### config.mk
export PLATFORM = sky130hd
export DESIGN_NAME = ccArbiter_flat
export DESIGN_NICKNAME = d
export VERILOG_FILES = /design/src/ccReqPkg.sv /design/src/ccShimIfs.sv /design/src/ccArbiter.sv /design/src/flat_wrapper.sv
export VERILOG_INCLUDE_DIRS = /design/src
export SDC_FILE = /design/constraint.sdc
export NUM_CORES = 1
export LEC_CHECK = 0
export BUFFER_PORTS_ARGS = -buffer_cell sky130_fd_sc_hd__buf_4
export CORE_AREA = 5 5 89 91
export CTS_BUF_LIST = sky130_fd_sc_hd__clkbuf_4 sky130_fd_sc_hd__clkbuf_8
export CTS_CLUSTER_DIAMETER = 150
export DETAILED_ROUTE_END_ITERATION = 7
export DIE_AREA = 0 0 94 96
export MAX_ROUTING_LAYER = met4
export SLEW_MARGIN = 20
export SYNTH_ARGS = -nofsm -noshare
export SYNTH_HDL_FRONTEND = slang
export SYNTH_SLANG_ARGS = --single-unit
### constraint.sdc
create_clock -name clk -period 1.3 [get_ports clk]
set_input_delay 0.39 -clock clk [delete_from_list [all_inputs] [get_ports clk]]
set_output_delay 0.39 -clock clk [all_outputs]
set_load 0.02 [all_outputs]
### src/ccShim_cfg.svh
// Global sizes of the memory shim, shared by both packages and the RTL
// CC_PT_DEPTH must equal 2**(CC_VADDR_W - CC_PAGE_OFS_W)
// CC_PADDR_W must be larger than CC_PAGE_OFS_W
`ifndef CC_SHIM_CFG_SVH
`define CC_SHIM_CFG_SVH

// Width of one memory word in bits
`define CC_DATA_W 32

// Client side address width, 4 page bits over the offset
`define CC_VADDR_W 10

// Memory side address width, 512 words in total
`define CC_PADDR_W 9

// Offset inside a page, passed through untranslated
`define CC_PAGE_OFS_W 6

// One page-table entry per virtual page
`define CC_PT_DEPTH 16

`endif
### src/ccReqPkg.sv
// Request-side types seen by the clients and the shim
// Word size and address widths come from the shared config header
`include "ccShim_cfg.svh"

package ccReqPkg;

    // Access type of one request
    typedef enum logic {
        opRead  = 1'b0,
        opWrite = 1'b1
    } opE;

    // Completion status returned with ack
    // A fault means the page had no valid mapping
    typedef enum logic {
        stOk    = 1'b0,
        stFault = 1'b1
    } statusE;

    // One memory word
    typedef logic [`CC_DATA_W-1:0] dataT;

    // Address as issued by a client
    typedef logic [`CC_VADDR_W-1:0] vaddrT;

    // Address after translation, indexes the word memory
    typedef logic [`CC_PADDR_W-1:0] paddrT;

endpackage

### src/ccShimIfs.sv
// Request and memory port bundles used inside the shim
// memReqIf follows a four-phase req/ack handshake

// ============================================================
// One request path between a client and the shim side
// ============================================================
interface memReqIf;

    // Request fields, held stable by the client until ack rises
    logic              req;
    ccReqPkg::opE      op;
    ccReqPkg::vaddrT   vaddr;
    ccReqPkg::dataT    wdata;

    // Response fields, valid and held while ack is high
    logic              ack;
    ccReqPkg::dataT    rdata;
    ccReqPkg::statusE  status;

    // Requester side
    modport client (output req, op, vaddr, wdata, input ack, rdata, status);

    // Responder side
    modport shim (input req, op, vaddr, wdata, output ack, rdata, status);

endinterface


### src/ccArbiter.sv
// Round-robin arbiter for two four-phase clients onto one shim port
// Serves one request at a time; client 0 wins the first tie after reset

module ccArbiter (
    input  logic     clk,
    input  logic     arstN,
    memReqIf.shim    cli0,
    memReqIf.shim    cli1,
    memReqIf.client  down
);

    // Set while a client owns the downstream port
    logic busy;
    // Index of the client that owns the port
    logic grant;
    // Client served by the most recent grant
    logic lastServed;
    // Registered request toward the shim
    logic downReq;
    // Choice among the pending clients while idle
    logic winner;
    // Current req of the granted client
    logic grantReq;

    // On a tie the client not served last wins,
    // otherwise the single requester is taken
    assign winner = (cli0.req && cli1.req) ? ~lastServed : cli1.req;

    assign grantReq = grant ? cli1.req : cli0.req;

    // ============================================================
    // Grant tracking
    // ============================================================
    always_ff @(posedge clk or negedge arstN) begin
        if (!arstN) begin
            busy       <= 1'b0;
            grant      <= 1'b0;
            lastServed <= 1'b1;
            downReq    <= 1'b0;
        end else if (!busy) begin
            // A req seen while idle is granted at this edge
            if (cli0.req || cli1.req) begin
                busy    <= 1'b1;
                grant   <= winner;
                downReq <= 1'b1;
            end
        end else begin
            // Follow the client req down but never raise it again,
            // a new req waits for the next arbitration round
            downReq <= downReq && grantReq;
            // The shim dropped ack after req fell, so the round is over
            if (!downReq && !down.ack) begin
                busy       <= 1'b0;
                lastServed <= grant;
            end
        end
    end

    // ============================================================
    // Request and response routing
    // ============================================================

    // Fields of the granted client pass straight through
    assign down.req   = downReq;
    assign down.op    = grant ? cli1.op    : cli0.op;
    assign down.vaddr = grant ? cli1.vaddr : cli0.vaddr;
    assign down.wdata = grant ? cli1.wdata : cli0.wdata;

    // Only the granted client sees the response, the other reads idle values
    assign cli0.ack    = busy && !grant && down.ack;
    assign cli0.rdata  = (busy && !grant) ? down.rdata : '0;
    assign cli0.status = (busy && !grant) ? down.status : ccReqPkg::stOk;

    assign cli1.ack    = busy && grant && down.ack;
    assign cli1.rdata  = (busy && grant) ? down.rdata : '0;
    assign cli1.status = (busy && grant) ? down.status : ccReqPkg::stOk;

endmodule

### src/flat_wrapper.sv
// flat-port wrapper written by rule: the top's interface ports become plain ports
module ccArbiter_flat 
  (clk, arstN, cli0_req, cli0_op, cli0_vaddr, cli0_wdata, cli0_ack, cli0_rdata, cli0_status, cli1_req, cli1_op, cli1_vaddr, cli1_wdata, cli1_ack, cli1_rdata, cli1_status, down_req, down_op, down_vaddr, down_wdata, down_ack, down_rdata, down_status);
  memReqIf cli0_i ();
  memReqIf cli1_i ();
  memReqIf down_i ();
  input  logic clk;
  input  logic arstN;
  input wire logic [$bits(cli0_i.req)-1:0] cli0_req;
  input wire logic [$bits(cli0_i.op)-1:0] cli0_op;
  input wire logic [$bits(cli0_i.vaddr)-1:0] cli0_vaddr;
  input wire logic [$bits(cli0_i.wdata)-1:0] cli0_wdata;
  output wire logic [$bits(cli0_i.ack)-1:0] cli0_ack;
  output wire logic [$bits(cli0_i.rdata)-1:0] cli0_rdata;
  output wire logic [$bits(cli0_i.status)-1:0] cli0_status;
  input wire logic [$bits(cli1_i.req)-1:0] cli1_req;
  input wire logic [$bits(cli1_i.op)-1:0] cli1_op;
  input wire logic [$bits(cli1_i.vaddr)-1:0] cli1_vaddr;
  input wire logic [$bits(cli1_i.wdata)-1:0] cli1_wdata;
  output wire logic [$bits(cli1_i.ack)-1:0] cli1_ack;
  output wire logic [$bits(cli1_i.rdata)-1:0] cli1_rdata;
  output wire logic [$bits(cli1_i.status)-1:0] cli1_status;
  output wire logic [$bits(down_i.req)-1:0] down_req;
  output wire logic [$bits(down_i.op)-1:0] down_op;
  output wire logic [$bits(down_i.vaddr)-1:0] down_vaddr;
  output wire logic [$bits(down_i.wdata)-1:0] down_wdata;
  input wire logic [$bits(down_i.ack)-1:0] down_ack;
  input wire logic [$bits(down_i.rdata)-1:0] down_rdata;
  input wire logic [$bits(down_i.status)-1:0] down_status;
  assign cli0_i.req = cli0_req;
  assign cli0_i.op = cli0_op;
  assign cli0_i.vaddr = cli0_vaddr;
  assign cli0_i.wdata = cli0_wdata;
  assign cli0_ack = cli0_i.ack;
  assign cli0_rdata = cli0_i.rdata;
  assign cli0_status = cli0_i.status;
  assign cli1_i.req = cli1_req;
  assign cli1_i.op = cli1_op;
  assign cli1_i.vaddr = cli1_vaddr;
  assign cli1_i.wdata = cli1_wdata;
  assign cli1_ack = cli1_i.ack;
  assign cli1_rdata = cli1_i.rdata;
  assign cli1_status = cli1_i.status;
  assign down_req = down_i.req;
  assign down_op = down_i.op;
  assign down_vaddr = down_i.vaddr;
  assign down_wdata = down_i.wdata;
  assign down_i.ack = down_ack;
  assign down_i.rdata = down_rdata;
  assign down_i.status = down_status;
  ccArbiter u_core (.clk(clk), .arstN(arstN), .cli0(cli0_i), .cli1(cli1_i), .down(down_i));
endmodule
; ---- Word-level counts from Yosys, hierarchy flattened
; Cells that the tools add are included.
; W data, S select, Z words.
[op_classes]
n_mux = 14
n_reduce_logical = 14
bitwise = 2
[ops]
columns = cell, n
row1 = $mux W32, 3
row2 = $mux W1, 10
row3 = $mux W10, 1
row4 = $logic_and A1 B1 Y1, 7
row5 = $reduce_and A2 Y1, 2
row6 = $logic_not A1 Y1, 3
row7 = $not A1 Y1, 2
row8 = $reduce_bool A2 Y1, 1
row9 = $logic_or A1 B1 Y1, 1
[totals]
inputBits = 124
output_inout_bits = 112
elab_cells = 34
register_bits = 4

; ---- Logic depth before layout (Yosys ltp)
; Gate-level depths: netlist (run 1).
[logic_depth]
word_depth = 4
depth_mapped = 4

; ---- Worst setup path before layout (run 1)
; No wires, ideal clock.
[synth_timing]
kind = register to output
start = reg u_core.grant
end = out cli0_rdata[10]
n_path_buf = 2
t_required_ns = 0.910
path_stages_with_launch = 5
setup_slack_ns = -0.110
arrival_time_ns = 1.020
path_cell_list = dfrtp_1 buf_6 nor2b_4 buf_6 and2_1
[synth_via]
elab_chain_cells = 3
[synth_lines]
columns = element, line_no
row1 = start: declaration, ccArbiter.sv:15  ; logic grant;
row2 = start signal: assignment, ccArbiter.sv:44  ; grant <= winner;
row3 = $logic_not A1 Y1, ccArbiter.sv:71  ; assign cli0.rdata = (busy && !grant) ? down.rdata : '0;
row4 = $logic_and A1 B1 Y1, ccArbiter.sv:71
row5 = $mux W32, ccArbiter.sv:71
row6 = end: declaration, flat_wrapper.sv:14  ; output wire logic [$bits(cli0_i.rdata)-1:0] cli0_rdata;
; Every way passes these cells.

; ---- Worst setup path in the final report (run 1)
[layout_timing]
start = reg u_core.grant
end = out down_vaddr[8]
[layout_via]
elab_chain_cells = 1
[layout_lines]
columns = element, line_no
row1 = $mux W10, ccArbiter.sv:66  ; assign down.vaddr = grant ? cli1.vaddr : cli0.vaddr;
row2 = end: declaration, flat_wrapper.sv:25  ; output wire logic [$bits(down_i.vaddr)-1:0] down_vaddr;
; Every way passes these cells.

==> results.md, run 1 <==
- Drt total wl: 8670 µm
- WHS Endpoint: u_core.busy
- Worst setup EP type: output pin
- Failing checks: negative setup slack
- Site Rows: 31
- DIE AREA: 0.00902 mm²
- Clk buf depth: 2
- Fmax: 551 MHz
- CTS tree: built
- Crit Path Max Fanout: 24
- Clock sink total: 4
- Top Layer Used: met4
- Reported max-cap violation count: 0
- Core ar.: 0.00706 mm²
- Share of layout cells above drive strength 1: 0.953
- Worst-Margin Slew: 0.211 ns
- CP Launch Point: u_core.grant
- Largest area contributor in the netlist: mux2_4
- Met3 routed WL: 692 µm
- FF-to-FF setup slack: 0.03 ns
- Vias: 2,074
- Initial antenna violation count: 1
- Hold Path Stages: 3
- Gr usage total: 0.173
- Clock transition at path regs: 0.03 ns
- Cell family with most CP delay: flip-flops
- Synth async-reset ratio: 1.00
- Minimum clock period: 1.81 ns
- Synth Instances: 143
- Pre-CTS WS: -0.297 ns
- Hold Crit Class: input port to flip-flop
- Total congestion overflow: 0
- H-tree Lvls: 1
- DRT Pass-1 Iters: 4
- DRC viols: 0
- Slew margin rel.: 0.859
- Tot Pwr: 8.08 mW
- Leak Pwr: 2.13 nW
- Area growth from synthesis to layout: 183%
- Netlist Area Pre-Place: 0.00140 mm²
- Hold Startpoint: cli1_req
- Avg Synthesized Cell Area: 9.82 µm²
- Vias/cell: 4.31
- Seq/Total Area, Yosys: 0.0722
- Worst r2r path cells: 3
- Top_reg_cell synth: dfrtp_1
- Crit path largest cell delay: 0.49 ns
- DIE HEIGHT: 96 µm
- Synth Warn #: 0
- Top cells by count, synth: mux2_4 (42), and2_1 (34), and3_1 (34)
- Pwr per Cell Area: 2030 mW/mm²
- WL met1: 3100 µm
- Top-count cell post-synth: mux2_4
- CTS Root Cell: clkbuf_8
- Wire length on met2: 4760 µm
- Final setup margin: -0.514 ns
- Die Span X: 94 µm
- Vias in the first global route: 2,251
- Final setup vio count: 111
- Clk_lat worst skew: 0.22 ns
- Outcome: finished with violations
- I/O Buffers: 235
- DR iter-0 viols: 45
- Worst R2R Start: u_core.busy
- Peak supply drop: 1.27 mV
- NumNets Final: 506
- WP data arrival: 1.42 ns
- Tcrit/Tclk final: 1.40
- Ranking of synthesized cells by area: mux2_4 (45%), and2_1 (15%), and3_1 (15%)
- Slew Viols, Final: 0
- Placer Congestion: 0.775
- Slowest stage cell on the critical path: dfrtp_4
- Final HPWL DP: 7020 µm
- Netlist cell types: 21
- Starting Density: 0.199
- Worst Skew: 0.00384 ns
- I/O pins: 236
- Post-Syn Nets: 267
- Critical path type: flip-flop to output pin
- Remaining antenna violation count: 0
- Global-route wire length before repair: 12,000 µm
- Pin count of the biggest net entering global routing: 29
- Worst reg2reg path endpoint: u_core.lastServed
- Worst setup SP type: flip-flop
- Total CTS buffers: 3
- Number of synthesized flops with an enable pin: 0
- Top-area cell type share of the netlist area: 0.449
- CP bufs+invs: 2
- Seq cells post-synth: 4
- DR WL/cell: 18.0 µm
- RSZ-0062 raised after global routing: true
- Crit path required time: 0.91 ns
- Count of final hold-check violations: 0
- CP cell instances: buf_12 -> mux2_2 -> buf_4
==> power by group <==
group,internal [mW],switching (mW)
sequential,0.209,0.121
clock,0.231,0.0701
combinational,4.14,3.31
==> per-stage QoR <==
step | TNS, ns | hold slack (ns) | area [µm²] | util | std cells
finish | -49.14 | 0.418 | 3970 | 0.563 | 481
detailed placement | -24.70 | 0.189 | 3440 | 0.488 | 472
CTS | -50.44 | 0.416 | 3900 | 0.553 | 479
global route | -54.46 | 0.438 | 3970 | 0.563 | 481
floorplan | -4.75 | 0.0944 | 1560 | - | 143
global placement | -23.80 | 0.188 | 3440 | 0.488 | 472
==> kinds of logic (layout without fill, tap and decap cells) <==
logic type             count (synthesis)  count (layout)  share of synthesized area
and+or+nand+nor                       74              74                      0.335
other                                  0               1                          0
muxes                                 44              44                      0.465
DFF                                    4               4                     0.0722
AOI/OAI and AO/OA                      4               4                     0.0276
buffers and inverters                 17             255                     0.0998
==> timing repair <==
| action | in CTS | in global routing |
|---|---|---|
| cloned | 1 | 1 |
| hold buffers | 1 | 0 |
| endpoints found under the hold margin | 3 | 0 |
| gates resized for setup | 103 | 11 |
| setup buffers | 1 | 0 |
| pin swaps | 1 | 0 |
| setup endpoints to repair | 112 | 113 |
==> cell type report <==
| type | instances | area, µm² |
|---|---|---|
| Clock buffer | 4 | 48.8 |
| Multi-Input combinational cell | 122 | 1360 |
| Inverter | 1 | 3.75 |
| Tap cell | 99 | 124 |
| Fill cell | 651 | 3090 |
| Timing Repair Buffer | 250 | 2330 |
| Antenna cell | 1 | 2.50 |
| Sequential cell | 4 | 106 |
==> worst max-delay path by stage <==
stage,end,depth (start not counted)
after global placement,down_wdata[29],3
after detailed placement,down_wdata[25],3
final,down_vaddr[8],3
after floorplan,down_op,3
after global routing,cli0_rdata[30],4
after CTS,cli0_rdata[31],4
==> layer usage <==
metal  vias to the layer above  global-route usage
met5                         -                   -
met4                         0              0.0337
met3                        10              0.0383
met2                       106               0.329
met1                       977               0.184
li1                        981                   -
==> worst reg2reg max path, stage by stage, from the launching register on <==
cell and delay, ns:
dfrtp_2 0.43, clkbuf_16 0.19, nor3b_4 0.21, mux2_2 0.35
==> sequential cells by signal, indices dropped and copies added, names as in the netlist <==
register and flops:
u_core.down.req 1, u_core.grant 1, u_core.busy 1, u_core.lastServed 1
==> cells in the final DEF, fill, tap and decap left out, drive strengths merged <==
cell / n
clkbuf: 5
nor2: 1
nor3: 1
nor2b: 1
a2bb2oi: 2
and3: 34
and2: 34
a32o: 1
inv: 1
mux2: 44
nand2b: 1
buf: 248
nand2: 1
dfstp: 1
dfrtp: 3
dlygate4sd3: 1
nor3b: 1
diode: 1
o21ai: 1
Note: power is estimated with default switching activity, not from simulation.
==> run 2: changes to the inputs <==
--- a/config.mk
+++ b/config.mk
@@ -7,11 +7,11 @@
 export NUM_CORES = 1
 export LEC_CHECK = 0
 export BUFFER_PORTS_ARGS = -buffer_cell sky130_fd_sc_hd__buf_4
-export CORE_AREA = 5 5 89 91
+export CORE_AREA = 2 2 91 93
 export CTS_BUF_LIST = sky130_fd_sc_hd__clkbuf_4 sky130_fd_sc_hd__clkbuf_8
 export CTS_CLUSTER_DIAMETER = 150
 export DETAILED_ROUTE_END_ITERATION = 7
-export DIE_AREA = 0 0 94 96
+export DIE_AREA = 0 0 93 95
 export MAX_ROUTING_LAYER = met4
 export SLEW_MARGIN = 20
 export SYNTH_ARGS = -nofsm -noshare
==> results.md, run 2 (same netlist as run 1, synthesis figures left out) <==
- Clock power share: 0.041
- Total congestion overflow: 0
- DIE AREA: 0.00884 mm²
- Reg power frac: 0.041
- Area after DPL: 0.00342 mm²
- Most common cell after layout, fill and taps aside: buf_4
- Slew margin rel.: 0.829
- Internal Pwr Total: 4.11 mW
- Area growth from synthesis to layout: 165%
- Core ar.: 0.00793 mm²
- Leak Pwr: 2.07 nW
- Clk_lat worst skew: 0.22 ns
- Reported max-cap violation count: 0
- DIE HEIGHT: 95 µm
- I/O Buffers: 235
- Clk buf depth: 2
- Tot Pwr: 7.39 mW
- Placer Congestion: 0.720
- Gr usage total: 0.138
- DRT Pass-1 Iters: 4
- RSZ-0062 raised after global routing: true
- Share of layout cells above drive strength 1: 0.934
- DR WL/cell: 14.7 µm
- Worst Skew: 0.00670 ns
- Clock transition at path regs: 0.04 ns
- Final HPWL DP: 5890 µm
- Hold Path Stages: 3
- Post-route cell area: 0.00372 mm²
- Fmax: 553 MHz
- Crit path required time: 0.91 ns
- Global-route wire length before repair: 9640 µm
- DRC viols: 0
- Minimum clock period: 1.81 ns
- Switching share of power: 0.443
- Initial antenna violation count: 0
- NumNets Final: 501
- Crit path largest cell delay: 0.53 ns
- Hold Crit Class: input port to flip-flop
- Cell family with most CP delay: flip-flops
- Vias in the first global route: 1,899
- Worst-Margin Slew: 0.257 ns
- Pin count of the biggest net entering global routing: 35
- Postcts setup bufs: 0
- Slew Viols, Final: 0
- Vias: 1,984
- Remaining antenna violation count: 0
- Worst setup EP type: output pin
- Total CTS buffers: 3
- Starting Density: 0.177
- Vias/cell: 4.12
- Outcome: finished with violations
- Final setup margin: -0.507 ns
- Clock sink total: 4
- Critical path type: flip-flop to output pin
- DR iter-0 viols: 52
- WP data arrival: 1.42 ns
- Comb power frac: 0.919
- I/O pins: 236
- Final setup vio count: 111
- Drt total wl: 7080 µm
- Antenna diodes: 0
- Worst r2r path cells: 3
- Pwr per Cell Area: 1990 mW/mm²
- Count of final hold-check violations: 0
- H-tree Lvls: 1
- Stages on the worst setup path: 3
- CTS Root Cell: clkbuf_8
- Tcrit/Tclk final: 1.39
- Slowest stage cell on the critical path: dfrtp_4
- Net switching power: 3.28 mW
- Worst setup SP type: flip-flop
- CP bufs+invs: 2
- CTS tree: built
- Commonest non-fill, non-tap cells in the layout: buf_4 (178), buf_6 (63), mux2_4 (43), and2_4 (30), and3_1 (14)
- Peak supply drop: 0.950 mV
- Sum of negative setup slack: -49.41 ns
- Die Span X: 93 µm
- CP cell instances: buf_12 -> mux2_4 -> buf_6
- Failing checks: negative setup slack
- Crit Path Max Fanout: 19
- Site Rows: 33
==> run 2: tightest hold or removal path: stages <==
cell and delay, ns:
buf_4 0.10, nor3_1 0.04, nor2_1 0.08
==> run 2: layer usage <==
layer	global-route usage	vias up	share of wire
met5	-	-	0
met4	0.0196	0	0.0051
met3	0.0239	4	0.080
met2	0.245	106	0.53
met1	0.169	905	0.38
li1	-	969	-
==> run 2: worst paths after layout <==
path                                  from                 to  slack [ns]
hold reg to reg            u_core.down.req        u_core.busy        0.60
setup reg to reg               u_core.busy  u_core.lastServed        0.09
setup / recovery              u_core.grant     down_wdata[18]       -0.51
min in group asynchronous            arstN        u_core.busy        0.49
hold / removal                    cli1_req        u_core.busy        0.43
max in group asynchronous            arstN  u_core.lastServed        0.61
==> run 2: metrics by stage <==
| stage | worst slack, ns | hold WS (ns) | utilization | cells |
|---|---|---|---|---|
| detailed placement | -0.290 | 0.188 | 0.432 | 476 |
| floorplan | -0.0644 | 0.0944 | - | 143 |
| finish | -0.507 | 0.426 | 0.469 | 481 |
| CTS | -0.522 | 0.424 | 0.465 | 481 |
| global route | -0.543 | 0.457 | 0.469 | 481 |
| global placement | -0.276 | 0.187 | 0.432 | 476 |
==> run 2: power groups by stage <==
stage | combinational (mW) | sequential, mW | clock (mW)
floorplan | 4.16 | 0.252 | 0
global placement | 6.31 | 0.294 | 0
detailed placement | 6.34 | 0.301 | 0
CTS | 6.77 | 0.302 | 0.306
global route | 7.13 | 0.310 | 0.318
finish | 6.78 | 0.300 | 0.302
==> run 2: area by class of cell <==
| cell class | count | area [µm²] |
|---|---|---|
| clock buffer | 4 | 48.8 |
| fill | 746 | 4210 |
| inverter | 1 | 3.75 |
| multi-input combinational | 122 | 1320 |
| sequential | 4 | 105 |
| tap | 105 | 131 |
| timing repair buffer | 245 | 2120 |
==> run 2: repair_timing <==
action                     CTS  global route
setup endpoints to repair  111           111
resized for setup           54            10
hold endpoints to repair     3             0
hold buffers                 1             0
