[src/ccShim_cfg.svh]
// Global sizes of the memory shim, shared by both packages and the RTL
// CC_PT_DEPTH must equal 2**(CC_VADDR_W - CC_PAGE_OFS_W)
// CC_PADDR_W must be larger than CC_PAGE_OFS_W
`ifndef CC_SHIM_CFG_SVH
`define CC_SHIM_CFG_SVH

// Width of one memory word in bits
`define CC_DATA_W 32

// Client side address width, 4 page bits over the offset
`define CC_VADDR_W 10

// Memory side address width, 512 words in total
`define CC_PADDR_W 9

// Offset inside a page, passed through untranslated
`define CC_PAGE_OFS_W 6

// One page-table entry per virtual page
`define CC_PT_DEPTH 16

`endif
[src/ccXlatePkg.sv]
// Translation types for the page table and the shim sequencer
// Page number widths follow from the address and offset widths
`include "ccShim_cfg.svh"

package ccXlatePkg;

    // Upper bits of the virtual address, 4 bits with the default config
    typedef logic [`CC_VADDR_W-`CC_PAGE_OFS_W-1:0] vpnT;

    // Upper bits of the physical address, 3 bits with the default config
    typedef logic [`CC_PADDR_W-`CC_PAGE_OFS_W-1:0] ppnT;

    // One page-table entry, an all zero entry is invalid
    typedef struct packed {
        logic valid;
        ppnT  ppn;
    } pteT;

    // Sequencer states of the translation shim
    typedef enum logic [1:0] {
        tsIdle,
        tsXlate,
        tsAccess,
        tsAck
    } shimStateE;

endpackage

[src/ccReqPkg.sv]
// Request-side types seen by the clients and the shim
// Word size and address widths come from the shared config header
`include "ccShim_cfg.svh"

package ccReqPkg;

    // Access type of one request
    typedef enum logic {
        opRead  = 1'b0,
        opWrite = 1'b1
    } opE;

    // Completion status returned with ack
    // A fault means the page had no valid mapping
    typedef enum logic {
        stOk    = 1'b0,
        stFault = 1'b1
    } statusE;

    // One memory word
    typedef logic [`CC_DATA_W-1:0] dataT;

    // Address as issued by a client
    typedef logic [`CC_VADDR_W-1:0] vaddrT;

    // Address after translation, indexes the word memory
    typedef logic [`CC_PADDR_W-1:0] paddrT;

endpackage

[src/ccShimIfs.sv]
// Request and memory port bundles used inside the shim
// memReqIf follows a four-phase req/ack handshake

// ============================================================
// One request path between a client and the shim side
// ============================================================
interface memReqIf;

    // Request fields, held stable by the client until ack rises
    logic              req;
    ccReqPkg::opE      op;
    ccReqPkg::vaddrT   vaddr;
    ccReqPkg::dataT    wdata;

    // Response fields, valid and held while ack is high
    logic              ack;
    ccReqPkg::dataT    rdata;
    ccReqPkg::statusE  status;

    // Requester side
    modport client (output req, op, vaddr, wdata, input ack, rdata, status);

    // Responder side
    modport shim (input req, op, vaddr, wdata, output ack, rdata, status);

endinterface

// ============================================================
// Word memory port, rdata lags en by one cycle
// ============================================================
interface memPortIf;

    logic             en;
    logic             we;
    ccReqPkg::paddrT  addr;
    ccReqPkg::dataT   wdata;
    ccReqPkg::dataT   rdata;

    modport master (output en, we, addr, wdata, input rdata);
    modport slave (input en, we, addr, wdata, output rdata);

endinterface

[src/ccTlbSimple.sv]
// Virtual to physical translation through a 16-entry page table
// The table is loaded from outside and must not change while a request is open
`include "ccShim_cfg.svh"

module ccTlbSimple (
    input  logic               clk,
    input  logic               arstN,
    memReqIf.shim              up,
    memPortIf.master           mem,
    input  logic               tblWe,
    input  ccXlatePkg::vpnT    tblVpn,
    input  ccXlatePkg::pteT    tblPte
);

    // Whole translation map, one entry per virtual page
    ccXlatePkg::pteT pageTable [`CC_PT_DEPTH];

    // Sequencer state
    ccXlatePkg::shimStateE state;

    // Entry read for the request in progress
    ccXlatePkg::pteT pteQ;

    // Split of the incoming virtual address
    ccXlatePkg::vpnT reqVpn;
    logic [`CC_PAGE_OFS_W-1:0] reqOfs;

    assign reqVpn = up.vaddr[`CC_VADDR_W-1:`CC_PAGE_OFS_W];
    assign reqOfs = up.vaddr[`CC_PAGE_OFS_W-1:0];

    // ============================================================
    // Page table
    // ============================================================

    // Every page starts unmapped so all requests fault until loaded
    always_ff @(posedge clk or negedge arstN) begin
        if (!arstN) begin
            for (int i = 0; i < `CC_PT_DEPTH; i++) begin
                pageTable[i] <= '0;
            end
        end else if (tblWe) begin
            pageTable[tblVpn] <= tblPte;
        end
    end

    // Table lookup takes the first cycle of a request
    // The entry stays put until the next request starts
    always_ff @(posedge clk) begin
        if (state == ccXlatePkg::tsIdle && up.req) begin
            pteQ <= pageTable[reqVpn];
        end
    end

    // ============================================================
    // Request sequencer
    // ============================================================
    always_ff @(posedge clk or negedge arstN) begin
        if (!arstN) begin
            state <= ccXlatePkg::tsIdle;
        end else begin
            case (state)
                ccXlatePkg::tsIdle: begin
                    if (up.req) begin
                        state <= ccXlatePkg::tsXlate;
                    end
                end
                // Invalid pages skip the memory and report a fault
                ccXlatePkg::tsXlate: begin
                    state <= pteQ.valid ? ccXlatePkg::tsAccess : ccXlatePkg::tsAck;
                end
                ccXlatePkg::tsAccess: begin
                    state <= ccXlatePkg::tsAck;
                end
                // Hold the response until the requester lets go
                ccXlatePkg::tsAck: begin
                    if (!up.req) begin
                        state <= ccXlatePkg::tsIdle;
                    end
                end
                default: begin
                    state <= ccXlatePkg::tsIdle;
                end
            endcase
        end
    end

    // ============================================================
    // Memory access and response
    // ============================================================

    // Memory is only enabled for a valid page
    assign mem.en    = (state == ccXlatePkg::tsAccess);
    assign mem.we    = mem.en && (up.op == ccReqPkg::opWrite);
    assign mem.addr  = {pteQ.ppn, reqOfs};
    assign mem.wdata = up.wdata;

    // Memory output holds its value while en is low, so it stays valid in tsAck
    // A write returns the word it replaced
    assign up.ack    = (state == ccXlatePkg::tsAck);
    assign up.status = (up.ack && !pteQ.valid) ? ccReqPkg::stFault : ccReqPkg::stOk;
    assign up.rdata  = (up.ack && pteQ.valid) ? mem.rdata : '0;

endmodule

[src/flat_wrapper.sv]
// flat-port wrapper written by rule: the top's interface ports become plain ports
module ccTlbSimple_flat 
  (clk, arstN, tblWe, tblVpn, tblPte, up_req, up_op, up_vaddr, up_wdata, up_ack, up_rdata, up_status, mem_en, mem_we, mem_addr, mem_wdata, mem_rdata);
  memReqIf up_i ();
  memPortIf mem_i ();
  input  logic clk;
  input  logic arstN;
  input  logic tblWe;
  input  ccXlatePkg::vpnT tblVpn;
  input  ccXlatePkg::pteT tblPte;
  input wire logic [$bits(up_i.req)-1:0] up_req;
  input wire logic [$bits(up_i.op)-1:0] up_op;
  input wire logic [$bits(up_i.vaddr)-1:0] up_vaddr;
  input wire logic [$bits(up_i.wdata)-1:0] up_wdata;
  output wire logic [$bits(up_i.ack)-1:0] up_ack;
  output wire logic [$bits(up_i.rdata)-1:0] up_rdata;
  output wire logic [$bits(up_i.status)-1:0] up_status;
  output wire logic [$bits(mem_i.en)-1:0] mem_en;
  output wire logic [$bits(mem_i.we)-1:0] mem_we;
  output wire logic [$bits(mem_i.addr)-1:0] mem_addr;
  output wire logic [$bits(mem_i.wdata)-1:0] mem_wdata;
  input wire logic [$bits(mem_i.rdata)-1:0] mem_rdata;
  assign up_i.req = up_req;
  assign up_i.op = up_op;
  assign up_i.vaddr = up_vaddr;
  assign up_i.wdata = up_wdata;
  assign up_ack = up_i.ack;
  assign up_rdata = up_i.rdata;
  assign up_status = up_i.status;
  assign mem_en = mem_i.en;
  assign mem_we = mem_i.we;
  assign mem_addr = mem_i.addr;
  assign mem_wdata = mem_i.wdata;
  assign mem_i.rdata = mem_rdata;
  ccTlbSimple u_core (.clk(clk), .arstN(arstN), .up(up_i), .mem(mem_i), .tblWe(tblWe), .tblVpn(tblVpn), .tblPte(tblPte));
endmodule
[config.mk]
export PLATFORM = sky130hd
export DESIGN_NAME = ccTlbSimple_flat
export DESIGN_NICKNAME = d
export VERILOG_FILES = /design/src/ccXlatePkg.sv /design/src/ccReqPkg.sv /design/src/ccShimIfs.sv /design/src/ccTlbSimple.sv /design/src/flat_wrapper.sv
export VERILOG_INCLUDE_DIRS = /design/src
export SDC_FILE = /design/constraint.sdc
export NUM_CORES = 1
export LEC_CHECK = 0
export BUFFER_PORTS_ARGS = -buffer_cell sky130_fd_sc_hd__buf_4
export CAP_MARGIN = 15
export CORE_MARGIN = 5
export CORE_UTILIZATION = 52
export CTS_CLUSTER_DIAMETER = 30
export DETAILED_ROUTE_END_ITERATION = 8
export GPL_TIMING_DRIVEN = 0
export PLACE_DENSITY = 0.86
export SLEW_MARGIN = 20
export SYNTH_ARGS = -nofsm -noshare
export SYNTH_HDL_FRONTEND = slang
export SYNTH_SLANG_ARGS = --single-unit
[constraint.sdc]
create_clock -name clk -period 2.4 [get_ports clk]
set_input_delay 0.36 -clock clk [delete_from_list [all_inputs] [get_ports clk]]
set_output_delay 0.36 -clock clk [all_outputs]
set_load 0.005 [all_outputs]
---- Word-level counts from Yosys, hierarchy flattened ----
Index checks and enable logic that the tools add are counted.
storage, ports and cells
  output and inout port bits .............. 77
  flip-flop bits (word level) ............. 70
  logic and storage cells ................. 65
  input port bits ......................... 87
operators by class
  multiplexer cells ....................... 12
  equal/unequal tests ..................... 5
  magnitude comparators ................... 3
  reduce and logical (&&, ||, !) cells .... 8
  bitwise logic cells ..................... 2
operators with widths
  kind                                                                  number
  64-bit bitwise mux                                                    1
  32-bit two-way mux                                                    1
  4-bit binary-select mux with 4-bit select                             1
  4-bit demux with 4-bit select                                         1
  4-bit two-way mux                                                     3
  5-bit greater-or-equal comparator, second input constant              2
  4-bit inverter with 5-bit output                                      2
  2-bit case mux with 4 select lines                                    1
  1-bit logical AND                                                     5
  5-bit by 1-bit < comparator with 1-bit output, second input constant  1
  2-bit == test, second input constant                                  2
  2-bit two-way mux                                                     2
  2-bit inequality test, second input constant                          2
  2-bit by 1-bit == test with 1-bit output, second input constant       1
  2-bit logical NOT                                                     1
  1-bit two-way mux                                                     2
  2-bit AND reduction                                                   1
  1-bit logical NOT                                                     1

---- Longest topological paths before layout ----
Gate-level depths: netlist of run 1.
  word-level depth ........................ 6
  mapped depth ............................ 5
  gate-level depth less buffers ........... 5

---- Least setup slack after synthesis of run 1 ----
Ideal clock, no wire load.
  path kind ............................... input -> register
  from .................................... input port up_vaddr[6]
  to ...................................... register u_core.pteQ (netlist bit u_core.mem.addr[7]), data pin
  library setup time ...................... 0.261 ns
  stages on the path ...................... 5
  path slack .............................. 0.681 ns
  arrival ................................. 1.457 ns
  buffers on the path ..................... 2
  required time ........................... 2.139 ns
  cells stage by stage .................... buf_4 -> buf_4 -> mux4_2 -> a22oi_1 -> nand3_1
between the ends
  word-level cells in the longest chain between the ends .. 4
RTL lines
  what                                                    RTL line            text
  start, declared                                         flat_wrapper.sv:13  input wire logic [$bits(up_i.vaddr)-1:0] up_vaddr;
  4-bit inverter with 5-bit output (not written as such)  ccTlbSimple.sv:50   pteQ <= pageTable[reqVpn];
  4-bit binary-select mux with 4-bit select               ccTlbSimple.sv:50
  4-bit two-way mux (not written as such) (2 in a row)    ccTlbSimple.sv:50
  end signal, assigned                                    ccTlbSimple.sv:50
  end, declared                                           ccTlbSimple.sv:22   ccXlatePkg::pteT pteQ;
No other way between the ends. The select of a mux whose other input is x is not followed.
A chain may end at the register's enable or synchronous reset.

---- Worst setup path after layout of run 1 ----
  from .................................... register u_core.state[1]
  to ...................................... output port up_rdata[29]
between the ends
  word-level cells in the longest chain between the ends .. 3
RTL lines
  what                    RTL line            text
  start, declared         ccTlbSimple.sv:19   ccXlatePkg::shimStateE state;
  start signal, assigned  ccTlbSimple.sv:59   state <= ccXlatePkg::tsIdle;
  start signal, assigned  ccTlbSimple.sv:64   state <= ccXlatePkg::tsXlate;
  start signal, assigned  ccTlbSimple.sv:69   state <= pteQ.valid ? ccXlatePkg::tsAccess : ccXlatePkg::tsAck;
  2-bit == test           ccTlbSimple.sv:99   assign up.ack = (state == ccXlatePkg::tsAck);
  1-bit logical AND       ccTlbSimple.sv:101  assign up.rdata = (up.ack && pteQ.valid) ? mem.rdata : '0;
  32-bit two-way mux      ccTlbSimple.sv:101
  end, declared           flat_wrapper.sv:16  output wire logic [$bits(up_i.rdata)-1:0] up_rdata;
No other way between the ends.

==> flow_results.org, run 1 <==
** Placed design
- Cell count after placement :: around 520
- Once detailed placement completed, the half-perimeter wirelength came to 8.99 mm.
- Placer's final routability congestion estimate :: 0.812
- Total of buffers placed on input and output ports :: 123

** Critical path
- Crit path arrival time :: between 1.5 and 2 ns
- Worst-path fanout max :: 10
- Setup crit end kind :: output port
- CP startpoint kind :: flip-flop
- For the worst setup path, the data required time is 2.04 ns.
- Classification of the worst setup path :: reg2out

** STA
- Final cycle utilization of the critical path :: 0.875
- The final max-slew violation count is 0.
- Transition time at the pin with the least slew margin :: 0.796 ns
- Timing would allow up to 476 MHz.
- Unrepaired setup endpoints after global routing :: no
- The number of hold-slack violations in the final timing report is 0.
- Headroom to the max-slew limit :: 0.469
- Setup TNS Final :: 0 ns
- Post-layout min period :: 2.10 ns
- Setup violations remaining at the end of the flow were counted as 0.
- Clock skew after layout :: 0.00419 ns

** Clocking
- Count of hold buffers inserted by post-cts repair :: 0
- Htree depth :: 3
- Clk sink count :: 70
- Deepest clock path buffer count :: 2
- In this run, CTS created clock tree buffers numbering 9.
- Number of buffers inserted to repair setup after CTS :: 0
- At the later pin of the worst-skew pair, clock insertion delay measures 0.35 ns.
- Clock slew at reported path FFs :: approximately 0.070 ns
- Post-cts repair resize count :: 0
- TritonCTS clock tree :: built
- Library cell used as clock root buffer :: clkbuf_8

** Route
- After detailed routing, the number of vias per cell comes to approximately 5.4.
- The first detailed-routing pass took 5 iterations.
- For this block, the initial DRC count from the detailed router was 153.
- Wire length after detailed routing :: 11.5 mm
- Number of DRC violations after detailed routing :: 0
- WL/cell :: 21.4 µm
- Number of routed nets with antenna violations :: 0
- Via count :: 2919

** Die
- Width of the die :: 95.9 µm
- Starting density of the core :: 0.532
- In this run the core area contains 31 standard-cell rows.
- Height of the die :: 95.9 µm
- Top-level port count :: 164
- The floorplan step defined a die boundary enclosing 0.00920 mm².
- The total area inside the core boundary comes to between 0.007 and 0.008 mm².

** Global routing
- In the global route stage, overall resource usage came out at 0.251.
- Overall overflow remaining after global route :: 0
- The first global-routing pass estimated 16.7 mm of wire.
- The initial antenna violation count came to 0.
- Vias in the first global route :: 3027
- Largest net degree at the start of global routing :: 67

** Finish
- Antenna cell count :: 0
- For this run, the post-layout net count is 526.
- Area growth, synth to finish :: 32.6%
- For this run, the number of standard cells in the final layout without fillers is 538.
- Fraction of layout instances using a drive strength above 1 :: 0.608

** Yosys
- Yosys mapped the design onto 27 distinct sky130hd cell types.
- In this run the mean area of a mapped cell was 12.8 µm².
- The mapped netlist covers roughly 0.0038 mm².
- The synthesized design contains 70 register bits.
- Synth warn :: 0
- The share of the Yosys chip area taken by registers is 0.462.
- Counting every instance in the synthesized netlist gives 300.
- Synthesized Nets :: just under 400

** Power
- Power per standard cell area :: ~760 mW/mm²
- Total power of the final layout :: 3.87 mW
- For this design the static power due to leakage is 2.51 nW.
- Peak supply drop :: 679 µV

** Flow run
- Across the run, the number of max-cap violations was 0.

** Status
- Outcome :: complete, no violations

** Worst hold path
- The tightest min-delay check is of the in2async type.
==> per-stage QoR <==
| step | hold slack, ns | setup WS [ns] | util | area [µm²] |
|---|---|---|---|---|
| 2_1_floorplan | 0.0644 | 0.681 | - | 3840 |
| 5_1_grt | 0.161 | 0.171 | 0.706 | 5090 |
| 4_1_cts | 0.120 | 0.299 | 0.706 | 5090 |
| 3_3_place_gp | 0.484 | 0.392 | 0.677 | 4890 |
| 3_5_place_dp | 0.491 | 0.351 | 0.677 | 4890 |
| 6_report | 0.100 | 0.300 | 0.706 | 5090 |
==> layout make-up <==
cell class	instances	area, µm²
buffer	57	382
clock buffer	11	131
clock inverter	5	73.8
fill	542	2120
inverter	2	7.51
multi-input combinational	171	1680
sequential	70	1770
tap	99	124
timing repair buffer	123	923
==> power breakdown <==
group / leakage, nW / internal [mW] / switching [mW]
registers: 0.845 / 1.48 / 0.160
logic: 1.56 / 0.705 / 0.518
clock network: 0.105 / 0.579 / 0.423
total: 2.51 / 2.76 / 1.10
==> worst max-delay path, cell delays in order, from the launching register on <==
cell      delay (ns)
dfrtp_1         0.39
ha_1            0.34
clkbuf_1        0.29
and3_1          0.25
buf_4           0.12
==> registers in the layout, summed over array words and instances (netlist names) <==
| signal | count |
|---|---|
| u_core.mem.addr | 3 |
| u_core.pageTable | 64 |
| u_core.pteQ | 1 |
| u_core.state | 2 |
==> logic make-up (layout without fill, tap and decap cells) <==
| group | Yosys count | in the layout | share of synthesized area |
|---|---|---|---|
| AND/OR/NAND/NOR | 78 | 78 | 0.120 |
| flip-flops | 70 | 70 | 0.462 |
| buffers and inverters | 59 | 198 | 0.101 |
| adder cells (fa/ha/maj) | 5 | 5 | 0.0163 |
| multiplexers | 81 | 81 | 0.288 |
| AO/OA/AOI/OAI | 7 | 7 | 0.0127 |
==> cells in the mapped netlist <==
cell type | n | area (µm²)
clkbuf_1 | 11 | 41.3
nand2_1 | 7 | 26.3
ha_1 | 5 | 62.6
mux4_2 | 16 | 360
inv_1 | 2 | 7.51
nand3_1 | 10 | 50.1
nor3_1 | 2 | 10.0
or4_1 | 1 | 7.51
and2_1 | 2 | 12.5
nor4_2 | 1 | 12.5
nor2b_1 | 3 | 18.8
mux2_4 | 4 | 60.1
nor2_1 | 8 | 30.0
a22oi_1 | 4 | 30.0
nor3_2 | 4 | 40.0
nand2b_1 | 4 | 25.0
or3_1 | 2 | 12.5
nand3b_1 | 2 | 15.0
dfrtp_1 | 66 | 1650
and3_1 | 32 | 200
buf_2 | 2 | 10.0
mux2i_1 | 1 | 10.0
buf_4 | 44 | 330
mux2_2 | 60 | 676
o21ai_0 | 2 | 10.0
edfxtp_1 | 4 | 120
a32oi_1 | 1 | 8.76
==> path summary, 6_finish.rpt <==
kind	cells past startpoint	slack [ns]	startpoint	end
hold reg to reg	1	0.51	u_core.pageTable[14]	u_core.pageTable[14]
max in group asynchronous	1	1.78	arstN	u_core.pageTable[62]
setup reg to reg	3	0.87	u_core.pageTable[51]	u_core.pteQ[3]
min in group clk	2	0.30	tblPte[0]	u_core.pageTable[36]
hold / removal	1	0.10	arstN	u_core.pageTable[22]
setup / recovery	4	0.30	u_core.state[1]	up_rdata[29]
==> metal layers <==
layer / share of wire / GRT usage / vias to the layer above
met2: 0.53 / 0.440 / 132
met1: 0.36 / 0.289 / 1453
li1: - / - / 1311
met3: 0.087 / 0.0711 / 23
met4: 0.025 / 0.0972 / 0
met5: 0 / 0 / -
==> placed cells by master, fill, tap and decap left out <==
master	count
nor2b_1	3
buf_4	167
nand3b_1	2
ha_1	5
bufinv_16	2
clkbuf_1	13
nor2_1	8
clkinv_1	1
a22oi_1	4
and3_1	32
nand3_1	10
clkbuf_8	9
nand2b_1	4
nor4_2	1
buf_2	2
and2_1	2
nand2_1	7
dfrtp_1	66
nor3_2	4
mux2_4	4
mux2_2	60
or3_1	2
o21ai_0	2
or4_1	1
mux4_2	16
a32oi_1	1
nor3_1	2
mux2i_1	1
clkinv_2	2
edfxtp_1	4
inv_1	2
Power figures use the tool's default switching activity.
==> inputs of run 2 (changes only) <==
--- a/config.mk
+++ b/config.mk
@@ -6,14 +6,16 @@
 export SDC_FILE = /design/constraint.sdc
 export NUM_CORES = 1
 export LEC_CHECK = 0
-export BUFFER_PORTS_ARGS = -buffer_cell sky130_fd_sc_hd__buf_4
+export BUFFER_PORTS_ARGS = -buffer_cell sky130_fd_sc_hd__buf_2
 export CAP_MARGIN = 15
+export CELL_PAD_IN_SITES_DETAIL_PLACEMENT = 0
+export CELL_PAD_IN_SITES_GLOBAL_PLACEMENT = 2
 export CORE_MARGIN = 5
-export CORE_UTILIZATION = 52
+export CORE_UTILIZATION = 32
 export CTS_CLUSTER_DIAMETER = 30
 export DETAILED_ROUTE_END_ITERATION = 8
 export GPL_TIMING_DRIVEN = 0
-export PLACE_DENSITY = 0.86
+export PLACE_DENSITY_LB_ADDON = 0.1
 export SLEW_MARGIN = 20
 export SYNTH_ARGS = -nofsm -noshare
 export SYNTH_HDL_FRONTEND = slang
==> run 2 against run 1 <==
Compared with the run above: critical path type unchanged; setup slack better by 0.088 ns; clock power is 19% higher; sequential power hardly changed.
==> flow_results.org, run 2 (synthesis gave the netlist of run 1 again) <==
** Clocking
- Clk sink count :: 70 (unchanged)
- Clock slew at reported path FFs :: 0.05 ns (-0.02 ns)
- The maximum level of the CTS H-tree is 3 (unchanged).
- TritonCTS clock tree :: built
- The post-CTS setup buffer count is 0 (unchanged).
- The hold-fix buffer count after cts came to 1 (+1).
- Post-cts repair resize count :: 0 (unchanged)
- Library cell used as clock root buffer :: clkbuf_16
- CTS buffer count :: 9 (unchanged)
- The clock latency reported for the late side of the worst-skew pair is 0.33 ns (-0.02 ns).
- Deepest clock path buffer count :: 2 (unchanged)

** Critical path
- Setup crit end kind :: output port
- The required arrival time at the worst endpoint is 2.04 ns (about the same).
- Classification of the worst setup path :: reg2out
- The arrival time at the worst endpoint was 1.65 ns (-0.09 ns).
- Worst-path fanout max :: 10 (unchanged)
- CP startpoint kind :: flip-flop

** Finish
- The number of flip-flops in the largest register is 64 (unchanged).
- In the layout the commonest cells are buf_2 (124), dfrtp_1 (66), mux2_2 (60).
- Reg with most FFs :: u_core.pageTable
- Final nets :: 528 (+0.38%)
- Fraction of layout instances using a drive strength above 1 :: 0.612 (+0.00367)
- The final non-filler cell total came to 585 (+8.7%).
- Area growth, synth to finish :: 28.5%
- Antenna cell count :: 0 (unchanged)
- Most frequent standard cell in the layout excluding fill and tap cells :: buf_2

** Die
- The number of cell rows is 40 (+29%).
- The core footprint is 0.0119 mm² (+64%).
- Starting density of the core :: 0.324 (-0.208)
- The floorplan die area is 0.0143 mm² (+55%).
- Width of the die :: 120 µm (+25%)
- Top-level port count :: 164 (unchanged)
- Height of the die :: 120 µm (+25%)

** Power
- Switching component of the power :: 1.07 mW (-3.0%)
- The share of total power in the clock network came to 0.306 (+0.047).
- The power per cell area is 789 mW/mm² (+4.0%).
- Sequential Power Share :: 0.418 (-0.006)
- Lkg Pwr :: 2.48 nW (-1.3%)
- The combinational group share of total power is 0.276 (-0.040).
- Peak supply drop :: 355 µV (-48%)
- The post-route total power was 3.89 mW (+0.75%).
- Cell-internal power :: 2.83 mW (+2.2%)
- The net switching share of the total power was 0.274 (-0.0106).

** Placed design
- The number of cells after detailed placement is 571 (+9.4%).
- The weighted congestion at the end of routability-driven global placement is 0.722 (-11%).
- Minimum setup slack after placement :: 0.320 ns (-0.0309 ns)
- The half-perimeter wire length after placement came to 7.83 mm (-13%).
- The number of buffers inserted by port buffering came to 123 (unchanged).

** Global routing
- Overall global routing resource usage :: 0.143 (-0.107)
- Largest net degree at the start of global routing :: 42 (-37%)
- The number of global-route vias before repair was 2936 (-3.0%).
- The total congestion overflow after global routing came to 0 (unchanged).
- Global-route wire length before repair :: 15.9 mm (-4.8%)
- Initial antenna violation count :: 0 (unchanged)

** Route
- Number of vias per cell :: 4.85 (-11%)
- The total number of vias is 2835 (-2.9%).
- DRT iter0 DRCs :: 83 (-46%)
- The total detailed-routing wirelength was 10.2 mm (-12%).
- The final antenna-violating net count came to 0 (unchanged).
- WL/cell :: 17.4 µm (-19%)
- The number of iterations in the first detailed-routing pass is 4 (-1).
- Number of DRC violations after detailed routing :: 0 (unchanged)

** STA
- Final cycle utilization of the critical path :: 0.838 (-0.0367)
- The worst clock skew was 0.00428 ns (+0.0000814 ns).
- Transition time at the pin with the least slew margin :: 0.753 ns (-0.0432 ns)
- Setup TNS Final :: 0 ns (unchanged)
- The number of hold-slack violations in the final timing report came to 0 (unchanged).
- Max Transition Viols Final :: 0 (unchanged)
- The final critical path time including I/O delays and setup came to 2.01 ns (-0.0881 ns).
- The setup slack of the critical path after layout was 0.388 ns (+0.0881 ns).
- The highest achievable clock rate came to 497 MHz (+4.4%).
- Unrepaired setup endpoints after global routing :: no
- The number of setup violations in the final report was 0 (unchanged).
- The worst slew slack as a fraction of its limit is 0.494 (+0.0246).
- Min Hold Slack :: 0.378 ns (+0.278 ns)

** Worst hold path
- The tightest min-delay check is of the in2reg type.

** Status
- The run finished with clean final reports.

** Flow run
- Max-cap violations :: 0 (unchanged)
-- run 2: final timing paths --
check / depth (start not counted) / start / endpoint / slack [ns]
min reg2reg: 1 / u_core.pageTable[52] / u_core.pageTable[52] / 0.50
max in group asynchronous: 3 / arstN / u_core.pageTable[12] / 1.38
max reg2reg: 3 / u_core.pageTable[44] / u_core.mem.addr[6] / 0.94
min: 2 / tblPte[0] / u_core.pageTable[20] / 0.38
min in group asynchronous: 2 / arstN / u_core.pageTable[44] / 0.49
max: 4 / u_core.state[1] / up_rdata[20] / 0.39
-- run 2: through the flow --
| stage | util | cell area [µm²] |
|---|---|---|
| 2_1_floorplan | - | 3840 |
| 3_3_place_gp | 0.391 | 4640 |
| 3_5_place_dp | 0.393 | 4660 |
| 4_1_cts | 0.416 | 4930 |
| 5_1_grt | 0.416 | 4930 |
| 6_report | 0.416 | 4930 |
-- run 2: area by class of cell --
| type | count | area [µm²] |
|---|---|---|
| tap | 147 | 184 |
| buffer | 57 | 382 |
| multi-input combinational | 171 | 1680 |
| clock inverter | 2 | 10.0 |
| fill | 1163 | 6930 |
| inverter | 2 | 7.51 |
| clock buffer | 11 | 253 |
| timing repair buffer | 125 | 648 |
| sequential | 70 | 1770 |
-- run 2: power by group through the flow --
stage	clock, mW	combinational (mW)	sequential [mW]
finish	1.19	1.08	1.63
global placement	0	1.08	1.63
detailed placement	0	1.10	1.65
floorplan	0	0.734	1.59
global route	1.27	1.22	1.66
CTS	1.23	1.10	1.63
-- run 2: worst max-delay path: stages (launching register included) --
cell	delay, ns
dfrtp_1	0.39
ha_1	0.32
clkbuf_1	0.31
and3_1	0.20
buf_2	0.11
-- run 2: per-layer routing --
| metal | share of wire | GRT usage | vias to the layer above |
|---|---|---|---|
| met4 | 0.011 | 0.0387 | 0 |
| met3 | 0.088 | 0.0471 | 9 |
| met5 | 0 | 0 | - |
| li1 | - | - | 1318 |
| met2 | 0.49 | 0.247 | 114 |
| met1 | 0.41 | 0.172 | 1394 |
